===== src/cache_ram.sv =====
/*
  single-port array with a registered read port.
  the payload type is a parameter, so the same block holds the
  tag/valid entries and the data lines of each way.
  dout updates one cycle after en and keeps its value while en is low.
*/
module cache_ram #(
  parameter int  INDEX_W   = 4,
  parameter type payload_t = logic
) (
  input  logic               clk,
  input  logic               en,
  input  logic               we,
  input  logic [INDEX_W-1:0] index,
  input  payload_t           din,
  output payload_t           dout
);

  payload_t mem [2**INDEX_W];

  always_ff @(posedge clk) begin
    if (en) begin
      if (we) begin
        mem[index] <= din;
      end
      dout <= mem[index];  // read-before-write
    end
  end

endmodule


===== config.mk =====
export PLATFORM = sky130hd
export DESIGN_NAME = cache_ram
export DESIGN_NICKNAME = d
export VERILOG_FILES = /design/src/cache_ram.sv
export SDC_FILE = /design/constraint.sdc
export NUM_CORES = 1
export LEC_CHECK = 0
export BUFFER_PORTS_ARGS = -buffer_cell sky130_fd_sc_hd__buf_2
export CAP_MARGIN = 20
export CORE_MARGIN = 2
export CORE_UTILIZATION = 58
export DETAILED_ROUTE_END_ITERATION = 10
export GPL_TIMING_DRIVEN = 0
export PLACE_DENSITY_LB_ADDON = 0.3
export SETUP_SLACK_MARGIN = 0.2
export SKIP_LAST_GASP = 1
export SLEW_MARGIN = 20
export SYNTH_ARGS = -nofsm -noshare
export SYNTH_HDL_FRONTEND = slang
export SYNTH_SLANG_ARGS = --single-unit

===== constraint.sdc =====
create_clock -name clk -period 3.2 [get_ports clk]
set_input_delay 0.64 -clock clk [delete_from_list [all_inputs] [get_ports clk]]
set_output_delay 0.64 -clock clk [all_outputs]
set_load 0.01 [all_outputs]

==> results.yml <==
run_status:
  status: "completed"
yosys:
  synth_compound_area_frac: 0
  synth-xor-area-share: 0
  post_synth.cell_area_avg_sq_um: 14.3
  async_flop_share: 0
  synth_top_family_by_area: "simple AND/OR/NAND/NOR gates"
  yosysMostFrequentCell: "edfxtp_1"
  muxShareOfSynthArea: 0.133
  synth.area.top_cells: "edfxtp_1 65%, mux4_1 13%, nor2_1 6.2%, nand2b_1 3.2%, nor3_1 2.5%"
  synth_top_cell_area_share: 0.648
  synthCells: 55
  ys_ff_latch: 17
  syn_nets: 63
  synth_simple_gate_area_frac: 0.187
  synth_ff_type: "edfxtp_1"
  syn_area_sq_um: 788
  yosys.area.top_type: "edfxtp_1"
  seq_area_frac_synth: 0.648
  synthAdderAreaFrac: 0
  synth_common_cells: "17 x edfxtp_1, 13 x nor2_1, 4 x mux4_1, 4 x nand2b_1, 4 x nor3_1"
  yosysWarningCount: 0
  synth_cell_types: 14
  synth_edf_count: 17
cts:
  cts_sinks: 17
  post-cts-setup-buffer-count: 0
  root_buffer: "clkbuf_4"
  htreeDepth: 1
  clk_path_buf_depth: 2
  clkTransAtPathRegs_ns: 0.10
  cts_buffers: 3
  tritoncts: "built"
  clkLatencyLatePin_ns: 0.28
  hold_buffers: 0
  post_cts_resized: 0
worst_setup_path:
  slowest_delay_ns: 0.55
  start_kind: "primary input"
  worstSetupEndpointType: "flop"
  required_ns: 3.19
  cpMaxStageDelayCell: "or3_2"
  crit_chain: "clkbuf_2, or3_2, nor3_1"
  critPathKind: "in -> reg"
  cp_max_fo: 8
  cp.arrival_ns: 1.54
min_path:
  hold_path.class: "in -> reg"
detailed_routing:
  firstDrtPassIters: 4
  via_per_inst: 6.14
  num_vias: 479
  wire_per_inst_microns: 15.7
  drtAntennaViolNets: 0
  drt_wl_total_microns: 1230
  drt_iter0_markers: 11
  drt_drc_violations_left: 0
timing:
  fin_crit_sh: 0.485
  max-slew-margin-rel: 0.774
  max_slew.worst_pin.slew_ns: 0.338
  max_freq_mhz: 644
  setup_viol: 0
  slew_violations: 0
  rsz0062_at_grt: "no"
  min_period_ns: 1.55
  hold_viol_final: 0
  finalSetupTns_ns: 0
  finalClockSkew_ns: 0.00629
cells_and_area:
  antenna_cells: 0
  drive_above_1_share: 0.175
  syn_to_final_growth_pct: 8.25
  regArea_sq_um: 510
  n_fill_cell: 99
  multiInputGateArea_sq_um: 253
  nets: 72
die:
  start_util: 0.613
  coreArea_sq_um: 1280
  die_area_sq_um: 1670
  row_count: 13
  dieHeight_microns: 40.9
  num_io_pins: 9
  die_width_microns: 40.9
global_routing:
  grt_pass1_vias: 457
  antenna_found_initial: 0
  grt_overflow: 0
  track_usage: 0.184
  grt_pass1_wl_microns: 1870
  grt_max_degree: 17
job:
  maxCapViolCount: 0
pwr:
  p_int_mw: 0.309
  comb_power_share: 0.079
  finalPower_mw: 0.390
  p_leak_nw: 0.285
  p_clk_frac: 0.282
  power.share.switching: 0.206
  pwr-share-seq: 0.640
  vdd_drop_max_v: 0.000253
  cellPowerDensity_nw_per_um2: 457
  p_sw_mw: 0.0801
placed_design:
  place_congestion: 0.696
  dp_hpwl_microns: 872
  portBuffers: 4
[worst paths after layout]
kind	from	endpoint	slack, ns	cells past startpoint
max reg2reg	mem[1]	dout	1.88	3
min reg2reg	mem[4]	dout	0.75	3
max	index[1]	mem[0]	1.65	3
min	en	dout	0.63	1
[critical path: cells and delay by family]
kind	cells	cell delay (ns)
and+or+nand+nor	2	0.74
buffers and inverters	1	0.16
[layout by cell type (no fill, tap or decap)]
cell	n
edfxtp_1	17
nor2_1	13
buf_2	5
nand2b_1	4
nor3_1	4
mux4_1	4
nand2_1	3
clkbuf_4	3
clkbuf_1	2
nand4_1	2
nand4b_1	2
clkbuf_2	1
buf_6	1
or3_2	1
nand3_1	1
[metrics by stage]
| stage | util | instance area, sq um | setup WS (ns) | std cells | hold WS [ns] |
|---|---|---|---|---|---|
| final | 0.664 | 853 | 1.65 | 78 | 0.626 |
| after global routing | 0.664 | 853 | 1.62 | 78 | 0.610 |
| after CTS | 0.664 | 853 | 1.65 | 78 | 0.622 |
| after detailed placement | 0.644 | 827 | 1.35 | 74 | 0.742 |
| after global placement | 0.644 | 827 | 1.35 | 74 | 0.737 |
| after floorplan | - | 788 | 1.46 | 55 | 0.699 |
[sequential cells by signal, summed over array words and instances (netlist names)]
name	cells
mem	16
dout	1
[cell type report]
cell class,instances,share of cell area
repair buffers,4,0.0235
flip-flops and latches,17,0.598
clock buffers,4,0.0308
well taps,15,0.0220
plain buffers,4,0.0293
multi-input cells,34,0.296
[routing by layer]
| layer | up-vias | global-route usage | part of all wire |
|---|---|---|---|
| met5 | - | 0 | 0 |
| met4 | 0 | 0.100 | 0.0090 |
| met3 | 2 | 0.0326 | 0.055 |
| met2 | 21 | 0.313 | 0.50 |
| met1 | 232 | 0.218 | 0.43 |
| li1 | 224 | - | - |
[logic make-up after synthesis]
| group | count (synthesis) |
|---|---|
| muxes | 4 |
| DFF | 17 |
| and+or+nand+nor | 30 |
| buffers and inverters | 4 |
[power groups by stage]
stage | sequential (mW) | combinational [mW] | clock, mW
3_3_place_gp | 0.254 | 0.0297 | 0
2_1_floorplan | 0.255 | 0.0196 | 0
5_1_grt | 0.250 | 0.0334 | 0.122
6_report | 0.249 | 0.0307 | 0.110
4_1_cts | 0.249 | 0.0305 | 0.111
3_5_place_dp | 0.254 | 0.0304 | 0
(Power assumes the default switching activity.)
