**config.mk**
```make
export PLATFORM = sky130hd
export DESIGN_NAME = dcache_store_merge
export DESIGN_NICKNAME = d
export VERILOG_FILES = /design/src/dcache_pkg.sv /design/src/dcache_store_merge.sv
export SDC_FILE = /design/constraint.sdc
export NUM_CORES = 1
export LEC_CHECK = 0
export BUFFER_PORTS_ARGS = -buffer_cell sky130_fd_sc_hd__buf_2
export CAP_MARGIN = 5
export CORE_UTILIZATION = 40
export CTS_CLUSTER_DIAMETER = 150
export DETAILED_ROUTE_END_ITERATION = 8
export GPL_TIMING_DRIVEN = 0
export MAX_ROUTING_LAYER = met4
export PLACE_DENSITY = 0.73
export SYNTH_ARGS = -nofsm -noshare
export SYNTH_HDL_FRONTEND = slang
export SYNTH_SLANG_ARGS = --single-unit
```
**constraint.sdc**
```tcl
create_clock -name clk -period 1.7 [get_ports clk]
set_clock_uncertainty 0.2 [all_clocks]
set_input_delay 0.255 -clock clk [delete_from_list [all_inputs] [get_ports clk]]
set_output_delay 0.255 -clock clk [all_outputs]
set_load 0.05 [all_outputs]
```
**src/dcache_pkg.sv**
```systemverilog
/*
  shared widths and types for the two-way write-back data cache.
  every cache module and the bench import this package, so the
  word size, line size and controller state encoding stay in one place.
*/
package dcache_pkg;

  localparam int ADDR_W         = 32;  // byte address
  localparam int WORD_W         = 32;
  localparam int WORDS_PER_LINE = 4;
  localparam int OFFSET_W       = 4;   // byte offset within a line

  // one cache line, word 0 in the low bits
  typedef logic [WORDS_PER_LINE-1:0][WORD_W-1:0] line_t;

  // controller states
  typedef enum logic [2:0] {
    IDLE,
    LOOKUP,
    STORE,        // merged store line written back into the data array
    MISS_DIRTY,   // waiting for wr_rdy
    WRITEBACK,    // waiting for wr_valid
    MISS_CLEAN,   // waiting for rd_rdy
    REFILL        // waiting for ret_valid
  } ctrl_state_e;

endpackage

```
**src/dcache_store_merge.sv**
```systemverilog
/*
  store buffer for store hits.
  overlays the strobed bytes of the store word onto the line read
  from the hit way, and registers the result on capture (end of the
  LOOKUP cycle). the controller writes merged_line into the data
  array during the following STORE cycle.
*/
module dcache_store_merge import dcache_pkg::*; (
  input  logic              clk,
  input  logic              capture,
  input  line_t             hit_line,
  input  logic [1:0]        word_sel,
  input  logic [3:0]        wstrb,
  input  logic [WORD_W-1:0] wdata,
  output line_t             merged_line
);

  line_t merged_d;

  always_comb begin
    merged_d = hit_line;
    for (int b = 0; b < WORD_W/8; b++) begin
      if (wstrb[b]) begin
        merged_d[word_sel][8*b +: 8] = wdata[8*b +: 8];  // data already in lane
      end
    end
  end

  always_ff @(posedge clk) begin
    if (capture) begin
      merged_line <= merged_d;
    end
  end

endmodule

```
==> impl_results.md, run 1 <==
* Status: did not finish
* Stage where the run ended: 4_1_cts
* First Err: [ERROR RSZ-0060] Max buffer count reached.
* Number of I/O pins at between 200 and 300
* Netlist Area Pre-Place at 5563 sq um
* Die H at 119.9 um
* Post-synth cell types at 8
* Post-Synthesis Cells at about 280
* TritonCTS Buffers at 17
* Bufs on Longest Clock Path at 2
* Setup Buffers After CTS at 0
* Sequential share of the synthesized area at 0.6910
* Depth of the CTS H-tree at 4
* Routability cong. at between 0.8 and 0.9
* Row Count at 42
* Avg Inst Size Synth at between 20 and 25 sq um
* Sink Count at about 130
* Synth area leaders: edfxtp_1 (69%), mux2_2 (26%), nand3b_4 (1.4%), nor3b_4 (1.3%), nand3b_2 (0.81%)
* Largest area contributor in the netlist: edfxtp_1
* Mapped Nets at approximately 440
* CTS resizes at 0
* CTS root buf: clkbuf_16
* Hold Buf Count CTS at around 160
* Seq cells post-synth at approximately 130
* Die W at roughly 120 um
* Yosys Warn Count at 0
* DP HPWL at roughly 11000 um
* Post-place instance area at roughly 7300 sq um
* Yosys top cell area share at 0.6910
* Port Buffer Count at 293
* Initial Util at 0.4151
-- cells in the mapped netlist, drive strengths merged --
cell	instances
nor3b	4
nand3b	8
mux2	128
nand3	4
buf	4
edfxtp	128
-- kinds of logic after synthesis --
group / count (synthesis) / share of synthesized area
buffers and inverters: 4 / 0.006747
AND/OR/NAND/NOR: 16 / 0.04318
flip-flops: 128 / 0.6910
multiplexers: 128 / 0.2591
-- stage by stage --
stage	hold WS, ns	setup WS, ns	std cells	setup TNS [ns]
floorplan	0.1675	0.1114	276	0
global placement	0.3566	-1.225	745	-159.52
detailed placement	0.3602	-0.1634	746	-5.443
==> run 2: changes to the inputs <==
--- a/config.mk
+++ b/config.mk
@@ -7,12 +7,10 @@
 export LEC_CHECK = 0
 export BUFFER_PORTS_ARGS = -buffer_cell sky130_fd_sc_hd__buf_2
 export CAP_MARGIN = 5
-export CORE_UTILIZATION = 40
-export CTS_CLUSTER_DIAMETER = 150
+export CORE_UTILIZATION = 25
 export DETAILED_ROUTE_END_ITERATION = 8
 export GPL_TIMING_DRIVEN = 0
-export MAX_ROUTING_LAYER = met4
-export PLACE_DENSITY = 0.73
+export PLACE_DENSITY_LB_ADDON = 0.15
 export SYNTH_ARGS = -nofsm -noshare
 export SYNTH_HDL_FRONTEND = slang
 export SYNTH_SLANG_ARGS = --single-unit
==> impl_results.md, run 2 <==
* Final Hold Viols at 0
* Largest area contributor in the netlist: edfxtp_1
* DP HPWL at 10950 um (+3.9%)
* Core area at between 20000 and 25000 sq um
* Post-synth ARST share at 0 (unchanged)
* Max transition margin at 0.5898
* Netlist Area Pre-Place at 5563 sq um (unchanged)
* Max reg flops at 128
* Crit start category: flip-flop
* Final ANT Viol Nets at 0
* Row Count at 54 (+29%)
* FF+latch area at just under 4000 sq um
* Most common cell after layout, fill and taps aside: buf_2
* Hold path depth at 1
* 1st-iter DRT viols at between 90 and 100
* Dpl ws at -0.2160 ns (-0.05260 ns)
* Fmax at 0.6745 GHz
* Vias per cell at 4.153
* Mapped Nets at 444 (unchanged)
* Depth of the CTS H-tree at 4 (unchanged)
* Setup Buffers After CTS at 0 (unchanged)
* Routed len/inst at roughly 16 um
* Global-route wire length before repair at 24190 um
* Initial Util at 0.2549 (-0.1602)
* Avg Inst Size Synth at 20.16 sq um (unchanged)
* Status: completed
* TritonCTS Buffers at 17 (unchanged)
* Hold endpoint: merged_line[18]
* DRC errors left at 0
* Top reg by flops: merged_line
* Crit path depth at 1
* Largest registers: merged_line (128)
* P_leak at between 4 and 5 nW
* Top cells by count, synth: edfxtp_1 (128), mux2_2 (128)
* Bufs on Longest Clock Path at 2 (unchanged)
* Yosys Warn Count at 0 (unchanged)
* Yosys top cell area share at 0.6910 (unchanged)
* Hold path start: capture
* Number of I/O pins at 296 (unchanged)
* Slew @ Worst Pin at roughly 0.61 ns
* Crit path required time at between 1 and 1.5 ns
* Worst EP arrival at 1.03 ns
* Router iterations before antenna repair at 4
* Min cycle time layout at roughly 1.5 ns
* Max stage delay on crit path at ~0.4 ns
* Fillers at around 2000
* Global Route Usage Sum at 0.1446
* Seq cells post-synth at 128 (unchanged)
* Worst hold margin at 0.1225 ns
* Worst Hold Class: input port to flip-flop
* Final setup vio count at 0
* Crit share post-route at 0.8721
* Dominant synthesized flop cell: edfxtp_1
* Pin count of the biggest net entering global routing at 69
* Cell Count, Final, Fillers Out at 1042
* Routability cong. at 0.7299 (-9.3%)
* Vias in the first global route at between 4000 and 5000
* Multi-input gate area at between 1500 and 2000 sq um
* Sequential share of the synthesized area at 0.6910 (unchanged)
* Hold Buf Count CTS at 160 (+2.6%)
* RSZ-0062 raised after global routing: false
* Port Buffer Count at 293 (unchanged)
* CTS tree: yes
* CTS root buf: clkbuf_16
* Max-cap violation count at 0
* CP max-delay cell: edfxtp_1
* Post-Synthesis Cells at 276 (unchanged)
* Critical path fanouts, max at 1
* Sink Count at 128 (unchanged)
* Area growth syn-to-layout at 73.21%
* Post-place instance area at 7413 sq um (+1.8%)
* Commonest non-fill, non-tap cells in the layout: buf_2 (292), dlygate4sd3_1 (160), mux2_2 (128), edfxtp_1 (128), clkbuf_16 (17)
* Vias at around 4300
* Initial antenna violation count at 2
* Cell Chain, Critical Path: buf_2
* TNS Setup at 0 ns
* VDD IR-drop max at roughly 610 uV
* CTS resizes at 0 (unchanged)
* Final instance area at around 9600 sq um
* Die W at 151.2 um (+26%)
* Synth area leaders: edfxtp_1 (69%), mux2_2 (26%), nand3b_4 (1.4%), nor3b_4 (1.3%), nand3b_2 (0.81%)
* Overflow after GRT at 0
* Crit end category: output port
* Final net count at 917
* Number of synthesized flops with an enable pin at 128 (unchanged)
* Worst setup slack after layout at approximately 0.22 ns
* Die H at 151.2 um (+26%)
* Routed WL at ~17000 um
* Delay-heaviest family, CP: flip-flops
* Post-synth cell types at 8 (unchanged)
* Cell total after placement at 850 (+14%)
* CP Class: flip-flop to output port
* PwrDens at a little over 1000 nW/um^2
* Fraction of layout cells with a size suffix above 1 at 0.6189
* Clock transition at path regs at 0.06 ns
* Buf+Inv Stages, Crit Path at 1
* Die area at 22850 sq um
* Max-slew violations at 0
## run 2: cell type report
type	instances	share of cell area
clock inverters	13	0.01961
repair buffers	454	0.3219
multi-input cells	144	0.1745
clock buffers	18	0.04454
well taps	280	0.03636
plain buffers	4	0.003896
diodes	1	0.0002597
flip-flops and latches	128	0.3989
## run 2: layer usage
| metal | track usage | wire, um | vias to the layer above |
|---|---|---|---|
| li1 | - | - | 2074 |
| met1 | 0.1629 | 6720 | 2066 |
| met2 | 0.2484 | 8391 | 175 |
| met3 | 0.05873 | 1410 | 10 |
| met4 | 0.04450 | 142 | 2 |
| met5 | 0 | 17 | - |
## run 2: logic make-up after synthesis
kind of cell / count (synthesis) / synth area share
multiplexers: 128 / 0.2591
buffers and inverters: 4 / 0.006747
AND/OR/NAND/NOR: 16 / 0.04318
flip-flops: 128 / 0.6910
## run 2: through the flow
step / utilization / power [W]
finish: 0.4415 / 0.009935
global route: 0.4414 / 0.01031
CTS: 0.4414 / 0.01005
detailed placement: 0.3397 / 0.005845
global placement: 0.3381 / 0.005829
floorplan: - / 0.005227
## run 2: worst max-delay path by stage
stage,end,from
floorplan,merged_line[0],word_sel[1]
global placement,merged_line[27],capture
detailed placement,merged_line[9],word_sel[1]
CTS,merged_line[110],merged_line[110]
global route,merged_line[110],merged_line[110]
finish,merged_line[119],merged_line[119]
## run 2: report_power, final
part           switching, W  total, W  internal (W)
registers         0.0000659   0.00387       0.00380
logic               0.00141   0.00219      0.000775
clock network       0.00143   0.00388       0.00245
(Power assumes the default switching activity.)
