$ cat src/dcache_pkg.sv
/*
  shared widths and types for the two-way write-back data cache.
  every cache module and the bench import this package, so the
  word size, line size and controller state encoding stay in one place.
*/
package dcache_pkg;

  localparam int ADDR_W         = 32;  // byte address
  localparam int WORD_W         = 32;
  localparam int WORDS_PER_LINE = 4;
  localparam int OFFSET_W       = 4;   // byte offset within a line

  // one cache line, word 0 in the low bits
  typedef logic [WORDS_PER_LINE-1:0][WORD_W-1:0] line_t;

  // controller states
  typedef enum logic [2:0] {
    IDLE,
    LOOKUP,
    STORE,        // merged store line written back into the data array
    MISS_DIRTY,   // waiting for wr_rdy
    WRITEBACK,    // waiting for wr_valid
    MISS_CLEAN,   // waiting for rd_rdy
    REFILL        // waiting for ret_valid
  } ctrl_state_e;

endpackage

$ cat src/dcache_tag_check.sv
/*
  hit detection and replacement state for the two ways.
  compares the tags read from the tag arrays against the buffered
  request, and keeps one dirty bit per way and set plus one LRU bit
  per set. the LRU bit names the way to evict next.
  way_hit, victim_way and victim_dirty are combinational.
*/
module dcache_tag_check import dcache_pkg::*; #(
  parameter int INDEX_W = 4
) (
  input  logic                                          clk,
  input  logic                                          resetn,
  input  logic [ADDR_W-INDEX_W-OFFSET_W-1:0]            lookup_tag,
  input  logic [INDEX_W-1:0]                            lookup_index,
  input  logic [1:0][ADDR_W-INDEX_W-OFFSET_W-1:0]       way_tag,
  input  logic [1:0]                                    way_valid,
  input  logic                                          hit_update,
  input  logic                                          hit_store,
  input  logic                                          fill_update,
  input  logic                                          clean_victim,
  output logic [1:0]                                    way_hit,
  output logic                                          victim_way,
  output logic                                          victim_dirty
);

  localparam int SETS = 2**INDEX_W;

  logic [1:0][SETS-1:0] dirty;
  logic [SETS-1:0]      lru;     // 1 -> evict way 1 next
  logic                 hit_way;

  assign way_hit[0] = way_valid[0] && (way_tag[0] == lookup_tag);
  assign way_hit[1] = way_valid[1] && (way_tag[1] == lookup_tag);
  assign hit_way    = way_hit[1];

  assign victim_way   = lru[lookup_index];
  assign victim_dirty = dirty[victim_way][lookup_index];

  always_ff @(posedge clk) begin
    if (!resetn) begin
      dirty <= '0;
      lru   <= '0;
    end else if (hit_update) begin
      lru[lookup_index] <= ~hit_way;  // the other way becomes LRU
      if (hit_store) begin
        dirty[hit_way][lookup_index] <= 1'b1;
      end
    end else if (fill_update) begin
      // freshly refilled line is clean and most recently used
      dirty[victim_way][lookup_index] <= 1'b0;
      lru[lookup_index]               <= ~victim_way;
    end else if (clean_victim) begin
      dirty[victim_way][lookup_index] <= 1'b0;
    end
  end

endmodule

$ cat config.mk
export PLATFORM = sky130hd
export DESIGN_NAME = dcache_tag_check
export DESIGN_NICKNAME = d
export VERILOG_FILES = /design/src/dcache_pkg.sv /design/src/dcache_tag_check.sv
export SDC_FILE = /design/constraint.sdc
export NUM_CORES = 1
export LEC_CHECK = 0
export BUFFER_PORTS_ARGS = -buffer_cell sky130_fd_sc_hd__buf_4
export CORE_ASPECT_RATIO = 2
export CORE_MARGIN = 2
export CORE_UTILIZATION = 45
export DETAILED_ROUTE_END_ITERATION = 6
export HOLD_SLACK_MARGIN = 0.06
export PLACE_DENSITY_LB_ADDON = 0.1
export SLEW_MARGIN = 20
export SYNTH_ARGS = -nofsm -noshare
export SYNTH_HDL_FRONTEND = slang
export SYNTH_SLANG_ARGS = --single-unit
$ cat constraint.sdc
create_clock -name clk -period 3.9 [get_ports clk]
set_input_delay 0 -clock clk [delete_from_list [all_inputs] [get_ports clk]]
set_output_delay 0 -clock clk [all_outputs]
set_load 0.01 [all_outputs]
==> results of run 1 <==
-- metrics by stage --
stage / util / total power [uW] / instance area [um^2] / cells / hold WS [ns]
3_5_place_dp: 0.5672 / 724.7 / 3726 / 515 / 0.3736
4_1_cts: 0.5882 / 1139 / 3864 / 522 / 0.1850
2_1_floorplan: - / 615.1 / 3030 / 355 / 0.1100
6_report: 0.5882 / 1125 / 3864 / 522 / 0.1909
3_3_place_gp: 0.5672 / 722.6 / 3726 / 515 / 0.3731
5_1_grt: 0.5882 / 1173 / 3864 / 522 / 0.1996
-- layer usage --
metal	routed length, um	track usage
met5	0	0
met4	666	0.1848
met3	484	0.05603
met2	4642	0.4258
met1	2871	0.2420
-- placed cells by master, fill, tap and decap left out, types with 2 or more instances in the layout --
| master | count |
|---|---|
| sky130_fd_sc_hd__xnor2_1 | 10 |
| sky130_fd_sc_hd__a22oi_1 | 2 |
| sky130_fd_sc_hd__mux2i_1 | 10 |
| sky130_fd_sc_hd__nor3_1 | 5 |
| sky130_fd_sc_hd__nor2b_1 | 5 |
| sky130_fd_sc_hd__mux4_2 | 3 |
| sky130_fd_sc_hd__nand4_1 | 2 |
| sky130_fd_sc_hd__nand3_1 | 9 |
| sky130_fd_sc_hd__o22ai_1 | 4 |
| sky130_fd_sc_hd__nor2_1 | 22 |
| sky130_fd_sc_hd__o221a_2 | 16 |
| sky130_fd_sc_hd__o21ai_0 | 68 |
| sky130_fd_sc_hd__a21oi_1 | 6 |
| sky130_fd_sc_hd__nand2b_1 | 2 |
| sky130_fd_sc_hd__a31oi_1 | 5 |
| sky130_fd_sc_hd__buf_4 | 89 |
| sky130_fd_sc_hd__xor2_1 | 38 |
| sky130_fd_sc_hd__dfxtp_1 | 48 |
| sky130_fd_sc_hd__clkbuf_16 | 5 |
| sky130_fd_sc_hd__inv_1 | 2 |
| sky130_fd_sc_hd__and2_1 | 33 |
| sky130_fd_sc_hd__mux2i_4 | 2 |
| sky130_fd_sc_hd__nor4_1 | 10 |
| sky130_fd_sc_hd__nand2_1 | 22 |
-- power breakdown --
group / internal, uW / switching, uW / total [uW]
logic: 106 / 105 / 211
clock network: 233 / 180 / 413
registers: 497 / 3.63 / 501
-- state kept, by name (all words and copies together), names as in the netlist --
signal	count
dirty	32
lru	16
-- worst paths after layout --
check	startpoint	endpoint	slack [ns]	cells after the start
max reg2reg	lru[5]	lru[12]	1.53	8
min reg2reg	lru[5]	lru[5]	0.52	1
min	resetn	dirty[26]	0.19	2
max	lru[5]	victim_dirty	1.16	9
-- layout make-up --
class,count,area [um^2],area share
clock inverters,2,12.51,0.003238
well taps,88,110.1,0.02850
repair buffers,89,668.1,0.1729
inverters,3,16.27,0.004210
flip-flops and latches,48,960.9,0.2487
clock buffers,5,125.1,0.03238
multi-input cells,287,1971,0.5100
-- kinds of logic after synthesis --
group	after synthesis
buffers and inverters	20
AND/OR/NAND/NOR	117
multiplexers	17
XOR/XNOR	48
flip-flops	48
AO/OA/AOI/OAI	105
-- worst max-delay path, delay by kind of cell, from the launching register on --
family,cells,cell delay [ns]
compound gates,1,0.17
buf+inv,2,0.25
mux,4,1.31
flops,1,0.31
simple gates,2,0.41
==> flow_summary.json, run 1 <==
{
  "post-route-worst-setup-slack_ns": 1.157,
  "core_area_um2": 6569,
  "detailed_place_hpwl_um": 6889,
  "cts_tree": "built",
  "tightest_slew_ns": 1.002,
  "final_antenna_net_count": 0,
  "result_of_the_run": "complete, no violations",
  "rsz0062_at_grt": "no",
  "route.detailed.wl_per_inst_um": 16.60,
  "vias": 2885,
  "yosysUniqueCellTypes": 40,
  "post_synth_edffs": 0,
  "cts-htree-levels": 2,
  "cp-start-kind": "register",
  "hold_viol_final": 0,
  "power.ir.vdd_worst_mv": 0.1465,
  "synthesis.yosys.warnings": 0,
  "cts_sink_cnt": 48,
  "synth.top_cells.by_count": "sky130_fd_sc_hd__o21ai_0 (68), sky130_fd_sc_hd__dfxtp_1 (48), sky130_fd_sc_hd__xor2_1 (38)",
  "antenna_found_initial": 0,
  "cp_slowest_stage_delay_ns": 0.55,
  "post_synth_mux_area_share": 0.08753,
  "post_syn_area_per_cell_um2": 8.536,
  "yosys_register_bits": 48,
  "flow.area_growth_from_synthesis_pct": 27.50,
  "initial_utilization": 0.4613,
  "root_buffer_cell": "sky130_fd_sc_hd__clkbuf_16",
  "synth_ff_type": "sky130_fd_sc_hd__dfxtp_1",
  "netlist_instances": 355,
  "cp.arrival_ns": 2.74,
  "post_synth_and_or_nand_nor_area_fraction": 0.2048,
  "die_area_um2": 7446,
  "setup_viol": 0,
  "synth.most_common_cell": "sky130_fd_sc_hd__o21ai_0",
  "worstSkewPairLatency_ns": 0.29,
  "dr.first_iter.drc_count": 149,
  "slowest_stage_cell_cp": "sky130_fd_sc_hd__mux4_1",
  "hold_path_class": "in -> reg",
  "yosys.area_share.adder": 0,
  "placement.io_buffers": 87,
  "period_needed_ns": 2.743,
  "antennaDiodeCount": 0,
  "largest_fanout_on_the_critical_path": 16,
  "cp_cell_sequence": "mux4_1 -> mux2i_4 -> mux2_8 -> inv_6 -> mux2i_1 -> o22ai_1 -> nor3_1 -> nor4_1 -> buf_4",
  "layout.filler_cells": 639,
  "largest_net_degree_at_the_start_of_global_routing": 49,
  "cts.hold.buffers_added": 0,
  "drive_gt1_frac": 0.2903,
  "drt-total-wl_um": 8665,
  "max_cap_viol_count": 0,
  "worst_case_clock_buffer_depth": 2,
  "die_wd_um": 62.03,
  "postCtsResizedCells": 0,
  "post-synth-top-area-cell": "sky130_fd_sc_hd__dfxtp_1",
  "final.period_utilization": 0.7034,
  "drt-vias-per-instance": 5.527,
  "timing.setup.critical_path_class": "reg -> out",
  "achievable-frequency_ghz": 0.3645,
  "floorplan.rows": 42,
  "finalWeightedCongestion": 0.8884,
  "synth_compound_area_frac": 0.2192,
  "critical_path.endpoint_type": "output port",
  "synthDominantCellAreaShare": 0.3171,
  "io_pins": 88,
  "worst_clock_skew_ns": 0.002333,
  "number_of_global_route_vias_before_repair": 2832,
  "synth_top_cells_by_area": "sky130_fd_sc_hd__dfxtp_1 (32%), sky130_fd_sc_hd__o21ai_0 (11%), sky130_fd_sc_hd__xor2_1 (11%)",
  "dp_slack_ns": 1.455,
  "die_height_um": 120.1,
  "grt_usage": 0.2499,
  "synth-async-reset-ratio": 0,
  "worst_slew_margin_relative_to_its_limit": 0.3297,
  "postCtsSetupRepairBufs": 0,
  "yosysSeqAreaShare": 0.3171,
  "power_leakage_uw": 0.001588,
  "synth_fp_nets": 439,
  "syn_area_um2": 3030,
  "power.density_cell_area_nw_per_um2": 291.2,
  "fin_setup_tns_ns": 0,
  "firstDrtPassIters": 4,
  "nets": 518,
  "crit_required_ns": 3.90,
  "cts.reportedPaths.clkPinSlew_ns": 0.06,
  "maxSlewViolCount": 0,
  "synth_area_in_xor_xnor": 0.1387,
  "drc": 0,
  "main_combinational_cell_family_by_area_after_synthesis": "compound AO/OA/AOI/OAI gates",
  "grt-ovfl-total": 0,
  "number_of_buffers_created_by_cts": 5,
  "grt_pass1_wl_um": 13530
}
Power figures use the tool's default switching activity.
==> run 2, diff against run 1 <==
Clock period 3.9 ns to 2.69 ns, I/O delays scaled along.
==> run 2 against run 1 <==
Via count rose by 4.8%. Clock power rose by 56%. Global-route usage rose by 1.4 points. Critical endpoint unchanged. Power rose by 51%. Sequential share of layout area fell by 0.66 points. Largest cell class unchanged. Final cell count rose by 2.1%. Final area rose by 2.7%.
==> flow_summary.json, run 2 (synthesis results as in run 1) <==
{
  "die_height_um": 120.1,
  "instances_no_fill": 533,
  "antennaDiodeCount": 0,
  "slowest_stage_cell_cp": "sky130_fd_sc_hd__mux4_1",
  "hold_viol_final": 0,
  "layout_commonest_cell": "sky130_fd_sc_hd__buf_4",
  "drt-total-wl_um": 9227,
  "dp_cells": 517,
  "grt-ovfl-total": 0,
  "cts_tree": "built",
  "worst_slew_margin_relative_to_its_limit": 0.3183,
  "number_of_buffers_created_by_cts": 5,
  "cts-htree-levels": 2,
  "largest_net_degree_at_the_start_of_global_routing": 49,
  "power_leakage_uw": 0.001638,
  "die_area_um2": 7446,
  "number_of_global_route_vias_before_repair": 2930,
  "drive_gt1_frac": 0.3101,
  "vias": 3023,
  "worst_case_clock_buffer_depth": 2,
  "critical_path.endpoint_type": "output port",
  "period_needed_ns": 2.569,
  "drc": 0,
  "cp.arrival_ns": 2.57,
  "cp_slowest_stage_delay_ns": 0.56,
  "firstDrtPassIters": 5,
  "achievable-frequency_ghz": 0.3892,
  "cts.reportedPaths.clkPinSlew_ns": 0.07,
  "dr.first_iter.drc_count": 161,
  "largest_register": "dirty",
  "tightest_slew_ns": 1.019,
  "maxSlewViolCount": 0,
  "placement.io_buffers": 87,
  "io_pins": 88,
  "cp-start-kind": "register",
  "die_wd_um": 62.03,
  "initial_utilization": 0.4613,
  "route.detailed.wl_per_inst_um": 17.31,
  "final_cell_mix": "sky130_fd_sc_hd__buf_4 (98), sky130_fd_sc_hd__o21ai_0 (68), sky130_fd_sc_hd__dfxtp_1 (48)",
  "result_of_the_run": "complete, no violations",
  "worstSkewPairLatency_ns": 0.29,
  "core_area_um2": 6569,
  "max_cap_viol_count": 0,
  "nets": 528,
  "number_of_flip_flops_in_the_largest_register": 32,
  "fin_setup_tns_ns": 0,
  "drt-vias-per-instance": 5.672,
  "crit_required_ns": 2.69,
  "hold_path_class": "in -> reg",
  "worst_clock_skew_ns": 0.005544,
  "power.ir.vdd_worst_mv": 0.2738,
  "final_antenna_net_count": 0,
  "detailed_place_hpwl_um": 6989,
  "cp_cell_sequence": "mux4_1 -> mux2i_4 -> mux2_8 -> inv_6 -> mux2i_1 -> o22ai_1 -> nor3_1 -> nor4_2 -> buf_4",
  "setup_viol": 0,
  "finalWeightedCongestion": 0.9157,
  "layout_top_registers": "dirty (32), lru (16)",
  "antenna_found_initial": 0,
  "grt_pass1_wl_um": 14200,
  "timing.setup.critical_path_class": "reg -> out",
  "rsz0062_at_grt": "no",
  "flow.area_growth_from_synthesis_pct": 30.97,
  "final.period_utilization": 0.9551,
  "cts_sink_cnt": 48,
  "floorplan.rows": 42,
  "grt_usage": 0.2637,
  "root_buffer_cell": "sky130_fd_sc_hd__clkbuf_16",
  "power.density_cell_area_nw_per_um2": 426.9,
  "largest_fanout_on_the_critical_path": 8
}
[run 2: power breakdown]
group	leakage [uW]	total, uW	switching, uW	internal, uW
clock network	0.0000691	645	275	370
logic	0.00118	323	160	163
registers	0.000388	726	5.61	721
total	0.00164	1690	441	1250
[run 2: final timing paths]
kind / slack [ns] / cells after the start / start / to
min: 0.19 / 2 / resetn / dirty[6]
min reg2reg: 0.53 / 1 / lru[8] / lru[8]
max reg2reg: 0.40 / 8 / lru[5] / dirty[8]
max: 0.12 / 9 / lru[5] / victim_dirty
[run 2: timing repair]
item | in CTS | in global routing
gates resized for setup | 0 | 1
endpoints found under the setup margin | 0 | 1
setup buffers | 0 | 7
hold buffers | 0 | 0
[run 2: final cells by class]
class                   count  area, um^2
clock inverters             2       15.01
multi-input cells         288        1992
flip-flops and latches     48       960.9
repair buffers             98       735.7
well taps                  88       110.1
fillers                   614        2600
clock buffers               6       138.9
inverters                   3       16.27
[run 2: worst max-delay path: cells and delay by family (launching register included)]
kind / cells / cell delay [ns]
mux: 4 / 1.16
buf+inv: 2 / 0.23
compound gates: 1 / 0.15
simple gates: 2 / 0.40
flops: 1 / 0.33
[run 2: stage by stage]
step           setup slack, ns  utilization  cell area, um^2  hold WS [ns]  power, uW
2_1_floorplan           0.5024            -             3030        0.1100      891.8
5_1_grt                0.05392       0.6042             3969        0.1947       1756
3_5_place_dp            0.3992       0.5695             3741        0.3752       1054
6_report                0.1207       0.6042             3969        0.1851       1694
4_1_cts                0.06787       0.5930             3895        0.1720       1698
3_3_place_gp            0.4091       0.5695             3741        0.3738       1050
[run 2: per-layer routing]
metal | vias to the layer above | track usage | part of all wire
met5 | - | 0 | 0
met3 | 29 | 0.05280 | 0.060
li1 | 1454 | - | -
met2 | 160 | 0.4564 | 0.54
met1 | 1380 | 0.2720 | 0.34
met4 | 0 | 0.1556 | 0.059
