File: src/dcache_pkg.sv
/*
  shared widths and types for the two-way write-back data cache.
  every cache module and the bench import this package, so the
  word size, line size and controller state encoding stay in one place.
*/
package dcache_pkg;

  localparam int ADDR_W         = 32;  // byte address
  localparam int WORD_W         = 32;
  localparam int WORDS_PER_LINE = 4;
  localparam int OFFSET_W       = 4;   // byte offset within a line

  // one cache line, word 0 in the low bits
  typedef logic [WORDS_PER_LINE-1:0][WORD_W-1:0] line_t;

  // controller states
  typedef enum logic [2:0] {
    IDLE,
    LOOKUP,
    STORE,        // merged store line written back into the data array
    MISS_DIRTY,   // waiting for wr_rdy
    WRITEBACK,    // waiting for wr_valid
    MISS_CLEAN,   // waiting for rd_rdy
    REFILL        // waiting for ret_valid
  } ctrl_state_e;

endpackage

File: src/dcache_ctrl.sv
/*
  cache controller: request buffer, state machine and both handshakes.
  a request is read from the arrays in the cycle it is accepted and
  checked in LOOKUP. load hits may accept the next request in LOOKUP.
  misses write back a dirty victim, refill the line and then replay
  the buffered request through LOOKUP. after reset the tag arrays are
  swept to clear every valid bit before the first request is taken.
*/
module dcache_ctrl import dcache_pkg::*; #(
  parameter int INDEX_W = 4
) (
  input  logic                                    clk,
  input  logic                                    resetn,
  input  logic                                    req_valid,
  input  logic                                    req_we,
  input  logic [ADDR_W-1:0]                       req_addr,
  input  logic [3:0]                              req_wstrb,
  input  logic [WORD_W-1:0]                       req_wdata,
  output logic                                    addr_ok,
  output logic                                    data_ok,
  output logic [WORD_W-1:0]                       rdata,
  output logic                                    rd_req,
  output logic [ADDR_W-1:0]                       rd_addr,
  input  logic                                    rd_rdy,
  input  logic                                    ret_valid,
  input  line_t                                   ret_data,
  output logic                                    wr_req,
  output logic [ADDR_W-1:0]                       wr_addr,
  output line_t                                   wr_data,
  input  logic                                    wr_rdy,
  input  logic                                    wr_valid,
  input  logic [1:0]                              way_hit,
  input  logic                                    victim_way,
  input  logic                                    victim_dirty,
  input  logic [1:0][ADDR_W-INDEX_W-OFFSET_W-1:0] way_tag,
  input  line_t [1:0]                             way_lines,
  input  line_t                                   merged_line,
  output logic                                    ram_en,
  output logic [1:0]                              tag_we,
  output logic [1:0]                              data_we,
  output logic [INDEX_W-1:0]                      ram_index,
  output logic [ADDR_W-INDEX_W-OFFSET_W-1:0]      tag_wtag,
  output logic                                    tag_wvalid,
  output line_t                                   data_wline,
  output line_t                                   hit_line,
  output logic [ADDR_W-INDEX_W-OFFSET_W-1:0]      req_tag_q,
  output logic [INDEX_W-1:0]                      req_index_q,
  output logic                                    hit_update,
  output logic                                    hit_store,
  output logic                                    fill_update,
  output logic                                    clean_victim,
  output logic                                    capture,
  output logic [1:0]                              word_sel,
  output logic [3:0]                              req_wstrb_q,
  output logic [WORD_W-1:0]                       req_wdata_q
);

  localparam int TAG_W = ADDR_W - INDEX_W - OFFSET_W;

  ctrl_state_e        state, next_state;
  logic               req_we_q;
  logic               retry_q;     // buffered request must be looked up again
  logic               sweep_q;     // clearing valid bits after reset
  logic [INDEX_W-1:0] sweep_idx;
  logic               store_way_q;
  logic               hit, lookup_hit, accept, retry_look, fill_wr;

  assign hit        = |way_hit;
  assign lookup_hit = (state == LOOKUP) && hit;
  assign addr_ok    = !sweep_q && ((state == IDLE && !retry_q) ||
                                   (lookup_hit && !req_we_q));
  assign accept     = req_valid && addr_ok;
  assign retry_look = (state == IDLE) && retry_q;
  assign fill_wr    = (state == REFILL) && ret_valid;

  assign data_ok  = lookup_hit;
  assign hit_line = way_hit[1] ? way_lines[1] : way_lines[0];
  assign rdata    = hit_line[word_sel];

  assign hit_update   = lookup_hit;
  assign hit_store    = lookup_hit && req_we_q;
  assign capture      = hit_store;
  assign fill_update  = fill_wr;
  assign clean_victim = (state == WRITEBACK) && wr_valid;

  // array port: incoming request on accept, otherwise the buffered one
  assign ram_en     = sweep_q || accept || retry_look || (state == STORE) || fill_wr;
  assign ram_index  = sweep_q ? sweep_idx :
                      accept  ? req_addr[OFFSET_W +: INDEX_W] : req_index_q;
  assign tag_wtag   = req_tag_q;
  assign tag_wvalid = !sweep_q;
  assign data_wline = (state == STORE) ? merged_line : ret_data;

  always_comb begin
    for (int w = 0; w < 2; w++) begin
      tag_we[w]  = sweep_q || (fill_wr && victim_way == w);
      data_we[w] = ((state == STORE) && store_way_q == w) ||
                   (fill_wr && victim_way == w);
    end
  end

  // memory side, victim line held on the array outputs during the miss
  assign rd_req  = (state == MISS_CLEAN);
  assign rd_addr = {req_tag_q, req_index_q, {OFFSET_W{1'b0}}};
  assign wr_req  = (state == MISS_DIRTY);
  assign wr_addr = {way_tag[victim_way], req_index_q, {OFFSET_W{1'b0}}};
  assign wr_data = way_lines[victim_way];

  always_comb begin
    next_state = state;
    unique case (state)
      IDLE:       if (accept || retry_look) next_state = LOOKUP;
      LOOKUP: begin
        if (!hit)          next_state = victim_dirty ? MISS_DIRTY : MISS_CLEAN;
        else if (req_we_q) next_state = STORE;
        else if (!accept)  next_state = IDLE;
      end
      STORE:      next_state = IDLE;
      MISS_DIRTY: if (wr_rdy)    next_state = WRITEBACK;
      WRITEBACK:  if (wr_valid)  next_state = MISS_CLEAN;
      MISS_CLEAN: if (rd_rdy)    next_state = REFILL;
      REFILL:     if (ret_valid) next_state = IDLE;
      default:    next_state = IDLE;
    endcase
  end

  always_ff @(posedge clk) begin
    if (!resetn) begin
      state     <= IDLE;
      retry_q   <= 1'b0;
      sweep_q   <= 1'b1;
      sweep_idx <= '0;
    end else begin
      state <= next_state;
      if (fill_wr) begin
        retry_q <= 1'b1;
      end else if (retry_look) begin
        retry_q <= 1'b0;
      end
      if (sweep_q) begin
        sweep_idx <= sweep_idx + 1'b1;
        if (&sweep_idx) sweep_q <= 1'b0;  // last set cleared
      end
    end
  end

  // request buffer
  always_ff @(posedge clk) begin
    if (accept) begin
      req_we_q    <= req_we;
      req_tag_q   <= req_addr[ADDR_W-1 -: TAG_W];
      req_index_q <= req_addr[OFFSET_W +: INDEX_W];
      word_sel    <= req_addr[3:2];
      req_wstrb_q <= req_wstrb;
      req_wdata_q <= req_wdata;
    end
    if (capture) begin
      store_way_q <= way_hit[1];
    end
  end

endmodule

File: config.mk
export PLATFORM = sky130hd
export DESIGN_NAME = dcache_ctrl
export DESIGN_NICKNAME = d
export VERILOG_FILES = /design/src/dcache_pkg.sv /design/src/dcache_ctrl.sv
export SDC_FILE = /design/constraint.sdc
export NUM_CORES = 1
export LEC_CHECK = 0
export BUFFER_PORTS_ARGS = -buffer_cell sky130_fd_sc_hd__clkbuf_2
export CAP_MARGIN = 10
export CORE_AREA = 2 2 481 483
export CTS_CLUSTER_SIZE = 28
export DETAILED_ROUTE_END_ITERATION = 10
export DIE_AREA = 0 0 483 485
export SLEW_MARGIN = 20
export SYNTH_ARGS = -nofsm -noshare
export SYNTH_HDL_FRONTEND = slang
export SYNTH_SLANG_ARGS = --single-unit
File: constraint.sdc
create_clock -name clk -period 3.8 [get_ports clk]
set_input_delay 0.19 -clock clk [delete_from_list [all_inputs] [get_ports clk]]
set_output_delay 0.19 -clock clk [all_outputs]
set_load 0.03 [all_outputs]
==> results.txt, run 1 <==
register-to-register setup slack: 1200 ps
Die X: 483 um
Worst Hold Path Cells: 2
worst-path fanout max: 50
share of layout cells above drive strength 1: 87.7%
worst setup margin: 966 ps
via density per instance: 2.62
R2R depth: 4
Setup Viol. Count Final: 0
Syn Area/Cell: 12.6 sq um
fin. max-slew vios: 0
via count: 13100
Final Hold Fails: 0
met2 usage: 25.8%
Cell Count, Final, Fillers Out: 5017
post-route antenna net violation count: 0
Slew Limit Headroom: 45.9%
Peak VDD IR: 0.208 mV
CTS max path bufs: 2
largest net degree at the start of global routing: 81
dominant cell type by area after synthesis: mux2_2
Place WS: 1070 ps
Worst Setup End Kind: output pin
dominant synthesized flop cell: edfxtp_1
vias in the first global route: 12300
CP required: 3610 ps
Hold EP: req_index_q[0]
placed cell count: 4876
H-tree depth: 3
flops & latches, synth: 77
Die H: 485 um
first-pass GRT wire length: 217000 um
I/O Buffers: 1218
GRT Overall Usage: 15.6%
fillcell total: 26900
measured slew at the worst slew-check pin: 812 ps
Multi-input gate area: 6220 sq um
Yosys warnings: 0
clock buffer count from CTS: 9
GRT Residual Overflow: 0
Ports: 1229
Die Area: 234000 sq um
synthesized area: 9200 sq um
clock sink total: 77
reg-to-reg endpoint: req_wdata_q[6]
post-CTS resize count: 0
WL final: 190000 um
RSZ-0062 raised after global routing: false
row cnt: 176
Yosys top cell area share: 40.6%
hold_sp: req_addr[4]
Yosys cell types: 48
CTS root buffer: clkbuf_16
core box area: 229000 sq um
Post-synth EDFFs: 64
startpoint types: flip-flop
Worst EP arrival: 2640 ps
Min-Delay Path Class: in -> reg
share of flip-flops with an asynchronous set or reset: 0%
register area: 2180 sq um
Residual DRC: 0
P_leak: 0.00863 uW
Mapped Cells: 732
routed wire length per instance: 37.9 um
DRT Pass-1 Iters: 5
initial antenna violation count: 246
status: finished clean
CTS tree: yes
RR Startpoint: state[0]
Fmax: 353 MHz
Synth top cells by count: mux2_2 (332), mux2_4 (76), buf_4 (67)
critical path class: reg -> out
initial core utilization: 4.02%
Area Overhead vs Synth: 113%
GR Util met3: 11.7%
Final Critical Period: 2830 ps
post-synthesis sequential area ratio: 23.7%
DR iter-0 viols: 598
top post-synthesis cells by area: mux2_2 (41%), edfxtp_1 (21%), mux2_4 (12%)
Worst Clk Skew: 16.1 ps
maxcap violations: 0
setup tns final: 0 ps
power density cells: 236 nW/um^2
final period utilization: 74.6%
CTS clk-pin slew, worst paths: 80 ps
GPL Wtd Cong: 0.928
met1 Use GR: 15.9%
count leader, synth: mux2_2
grt peak-use layer: met2
HPWL after DPL: 180000 um
# nets final: 2568
clk_lat worst skew: 380 ps
layout by cell type, fill, tap and decap left out, types with 3 or more instances in the layout:
cell | netlist | routed
clkbuf_2 | 0 | 1216
mux2_2 | 332 | 332
mux2_4 | 76 | 76
dlygate4sd3_1 | 0 | 66
edfxtp_1 | 64 | 64
diode_2 | 0 | 59
mux4_2 | 32 | 32
dfxtp_1 | 13 | 13
buf_4 | 67 | 10
nor2_1 | 9 | 9
clkbuf_16 | 0 | 9
nand2_1 | 8 | 8
o21ai_0 | 8 | 8
conb_1 | 1 | 8
a21oi_1 | 6 | 6
buf_12 | 0 | 6
a31oi_1 | 5 | 5
nand2b_1 | 4 | 4
o21ai_1 | 4 | 4
a21bo_1 | 4 | 4
a2bb2oi_1 | 4 | 4
inv_1 | 3 | 3
nand4_1 | 3 | 3
inv_6 | 0 | 3
metal layers:
metal / part of all wire, % / vias to the layer above
met5: 0.68 / -
met2: 45 / 1173
li1: - / 5224
met1: 35 / 6059
met3: 16 / 470
met4: 2.5 / 202
area by class of cell:
type	instances	area share [%]
Antenna cell	59	0.753
Inverter	4	0.0766
Clock buffer	9	1.15
Multi-Input combinational cell	535	31.7
Tap cell	3026	19.3
Sequential cell	77	11.1
Clock inverter	7	0.319
Timing Repair Buffer	1300	35.5
cell families after synthesis:
family,synth area share [%]
buf+inv,9.07
simple gates,2.87
flops,23.7
fa+ha+maj,0.136
other cells,0.0407
xor+xnor,0.286
compound gates,2.81
mux,61.1
sequential cells by signal, indices dropped and copies added, names as in the netlist:
name	count
store_way_q	1
req_wdata_q	32
req_index_q	4
req_tag_q	24
state	3
sweep_idx	4
sweep_q	1
req_we_q	1
req_wstrb_q	4
word_sel	2
retry_q	1
worst max-delay path, cell delays in order, from the launching register on:
cell and delay [ps]:
dfxtp_1 570, nor3b_4 320, buf_4 580, mux2_2 430, clkbuf_2 220
per-stage QoR:
stage	area [sq um]	hold WS, ps	total power, uW	util (%)
finish	19600	39.4	4630	8.56
global route	19500	42.1	4810	8.52
CTS	19500	13.5	4760	8.50
detailed placement	18500	369	3680	8.09
global placement	18500	368	3680	8.09
floorplan	9230	266	2280	-
worst max path at each step:
| stage | slack, ps | cells after the start | end | from |
|---|---|---|---|---|
| finish | 970 | 4 | data_wline[124] | state[1] |
| global route | 840 | 4 | data_wline[124] | state[1] |
| CTS | 910 | 4 | data_wline[9] | state[1] |
| detailed placement | 1070 | 5 | rdata[22] | way_hit[1] |
| global placement | 1090 | 5 | rdata[22] | way_hit[1] |
| floorplan | 360 | 4 | ram_en | state[0] |
where the power goes:
group          internal [uW]  switching [uW]  total, uW
sequential               920            16.6        936
clock                    461             485        946
combinational            879            1860       2740
total                   2260            2370       4630
timing repair:
item,CTS,global route
buffers inserted,0,0
endpoints found under the hold margin,66,0
hold buffers,66,0
No activity file was read; power rests on OpenSTA's default activity.
==> inputs of run 2 (changes only) <==
CORE_AREA = 2 2 476 478   (was 2 2 481 483)
DIE_AREA = 0 0 478 480   (was 0 0 483 485)
clock period = 2.52 ns   (was 3.8 ns; I/O delays follow)
==> run 2 against run 1 <==
- clock skew is 4.3 ps higher
- setup slack worse by 900 ps
- critical path type unchanged
- core utilization is 0.43 points higher
- total power is 51% higher
==> results.txt, run 2 (same netlist as run 1, synthesis figures left out) <==
RR Startpoint: state[2]
I/O Buffers: 1218
Multi-input gate area: 6230 sq um
largest net degree at the start of global routing: 52
CTS tree: yes
startpoint types: flip-flop
HPWL after DPL: 146000 um
fillcell total: 26100
P_leak: 0.00889 uW
Power Total: 7000 uW
via count: 13000
RSZ-0062 raised after global routing: false
DR iter-0 viols: 922
critical path's slowest cell: mux2_2
critical path class: reg -> out
Cell Count, Final, Fillers Out: 5011
Min-Delay Path Class: in -> reg
H-tree depth: 3
Largest regs: req_wdata_q: 32 flops, req_tag_q: 24 flops
clock buffer count from CTS: 9
# nets final: 2597
reg-to-reg endpoint: req_wstrb_q[2]
Die H: 480 um
Worst Clk Skew: 20.4 ps
worst setup margin: 66.1 ps
Slew Limit Headroom: 61.7%
R2R depth: 5
CP required: 2390 ps
GRT Overall Usage: 12.7%
Area Overhead vs Synth: 119%
Setup Viol. Count Final: 0
Hold EP: state[1]
routed wire length per instance: 30.8 um
Final Hold Fails: 0
GRT Residual Overflow: 0
max FFs per register: 32
fin. max-slew vios: 0
worst-path fanout max: 26
register-to-register setup slack: 400 ps
Die Area: 229000 sq um
final period utilization: 97.4%
first-pass GRT wire length: 176000 um
placed cell count: 4867
Worst Setup End Kind: output pin
DRT Pass-1 Iters: 5
power density cells: 348 nW/um^2
GPL Wtd Cong: 1.00
commonest cells after routing, fill and taps aside: clkbuf_2 (1189), mux2_2 (332), mux2_4 (76)
status: finished clean
Peak VDD IR: 0.288 mV
maxcap violations: 0
row cnt: 174
post-route antenna net violation count: 0
core box area: 224000 sq um
Ports: 1229
share of layout cells above drive strength 1: 87.9%
CTS max path bufs: 2
worst path cell trace: buf_4 -> nor3b_4 -> buf_12 -> buf_16 -> mux2_2 -> clkbuf_2
register area: 2180 sq um
Worst Hold Path Cells: 4
CTS clk-pin slew, worst paths: 90 ps
CTS root buffer: clkbuf_16
initial antenna violation count: 127
WL final: 154000 um
CP peak stage delay: 390 ps
Top reg by flops: req_wdata_q
Residual DRC: 0
Place WS: 269 ps
Die X: 478 um
hold_sp: ret_valid
vias in the first global route: 12000
Fmax: 408 MHz
via density per instance: 2.60
initial core utilization: 4.11%
Final Critical Period: 2450 ps
WHS: 146 ps
clock sink total: 77
clk_lat worst skew: 370 ps
Worst EP arrival: 2330 ps
commonest non-fill, non-tap cell in the layout: clkbuf_2
measured slew at the worst slew-check pin: 574 ps
## run 2: cell type report
class                           count  share of cell area (%)
Antenna cell                       58                   0.720
Sequential cell                    77                    10.8
Timing Repair Buffer             1329                    37.3
Multi-Input combinational cell    535                    30.9
Clock inverter                      7                   0.404
Inverter                            4                  0.0745
Clock buffer                        9                    1.12
Tap cell                         2992                    18.6
## run 2: worst max-delay path by stage
| stage | slack, ps | cells after the start | startpoint | end |
|---|---|---|---|---|
| after floorplan | -70 | 4 | retry_q | ram_en |
| after global placement | 290 | 4 | state[1] | req_tag_q[19] |
| after detailed placement | 270 | 4 | state[1] | req_tag_q[6] |
| after CTS | 5 | 6 | state[0] | data_wline[90] |
| after global routing | 4 | 6 | state[0] | data_wline[73] |
| final | 70 | 6 | state[0] | data_wline[29] |
## run 2: stage by stage
stage	cell area, sq um	util [%]	setup TNS, ps
global route	20100	8.97	0
floorplan	9240	-	-66.2
finish	20100	8.99	0
detailed placement	19000	8.46	0
global placement	19000	8.46	0
CTS	20000	8.92	0
## run 2: what timing repair did
action | in CTS | in global routing
hold buffers | 68 | 0
buffers inserted | 1 | 0
endpoints found under the hold margin | 68 | 0
gates resized for setup | 7 | 5
pin swaps | 1 | 0
setup endpoints to repair | 60 | 51
cloned | 0 | 1
## run 2: worst max-delay path: cells and delay by family, from the launching register on
family	cells	cell delay, ps
multiplexers	1	390
flip-flops	1	360
buffers and inverters	4	840
AND/OR/NAND/NOR	1	230
## run 2: routing by layer
metal,GRT usage (%),wire (um),up-vias
met5,0.580,738,-
met4,4.65,7190,84
met3,8.13,23300,299
met2,20.5,69800,1109
met1,13.1,53100,6252
li1,-,-,5280
## run 2: report_power, final
part,internal [uW],total [uW],leakage (uW),switching (uW)
combinational,1420,4200,0.00806,2780
sequential,1390,1400,0.000683,17.1
clock,711,1400,0.000151,691
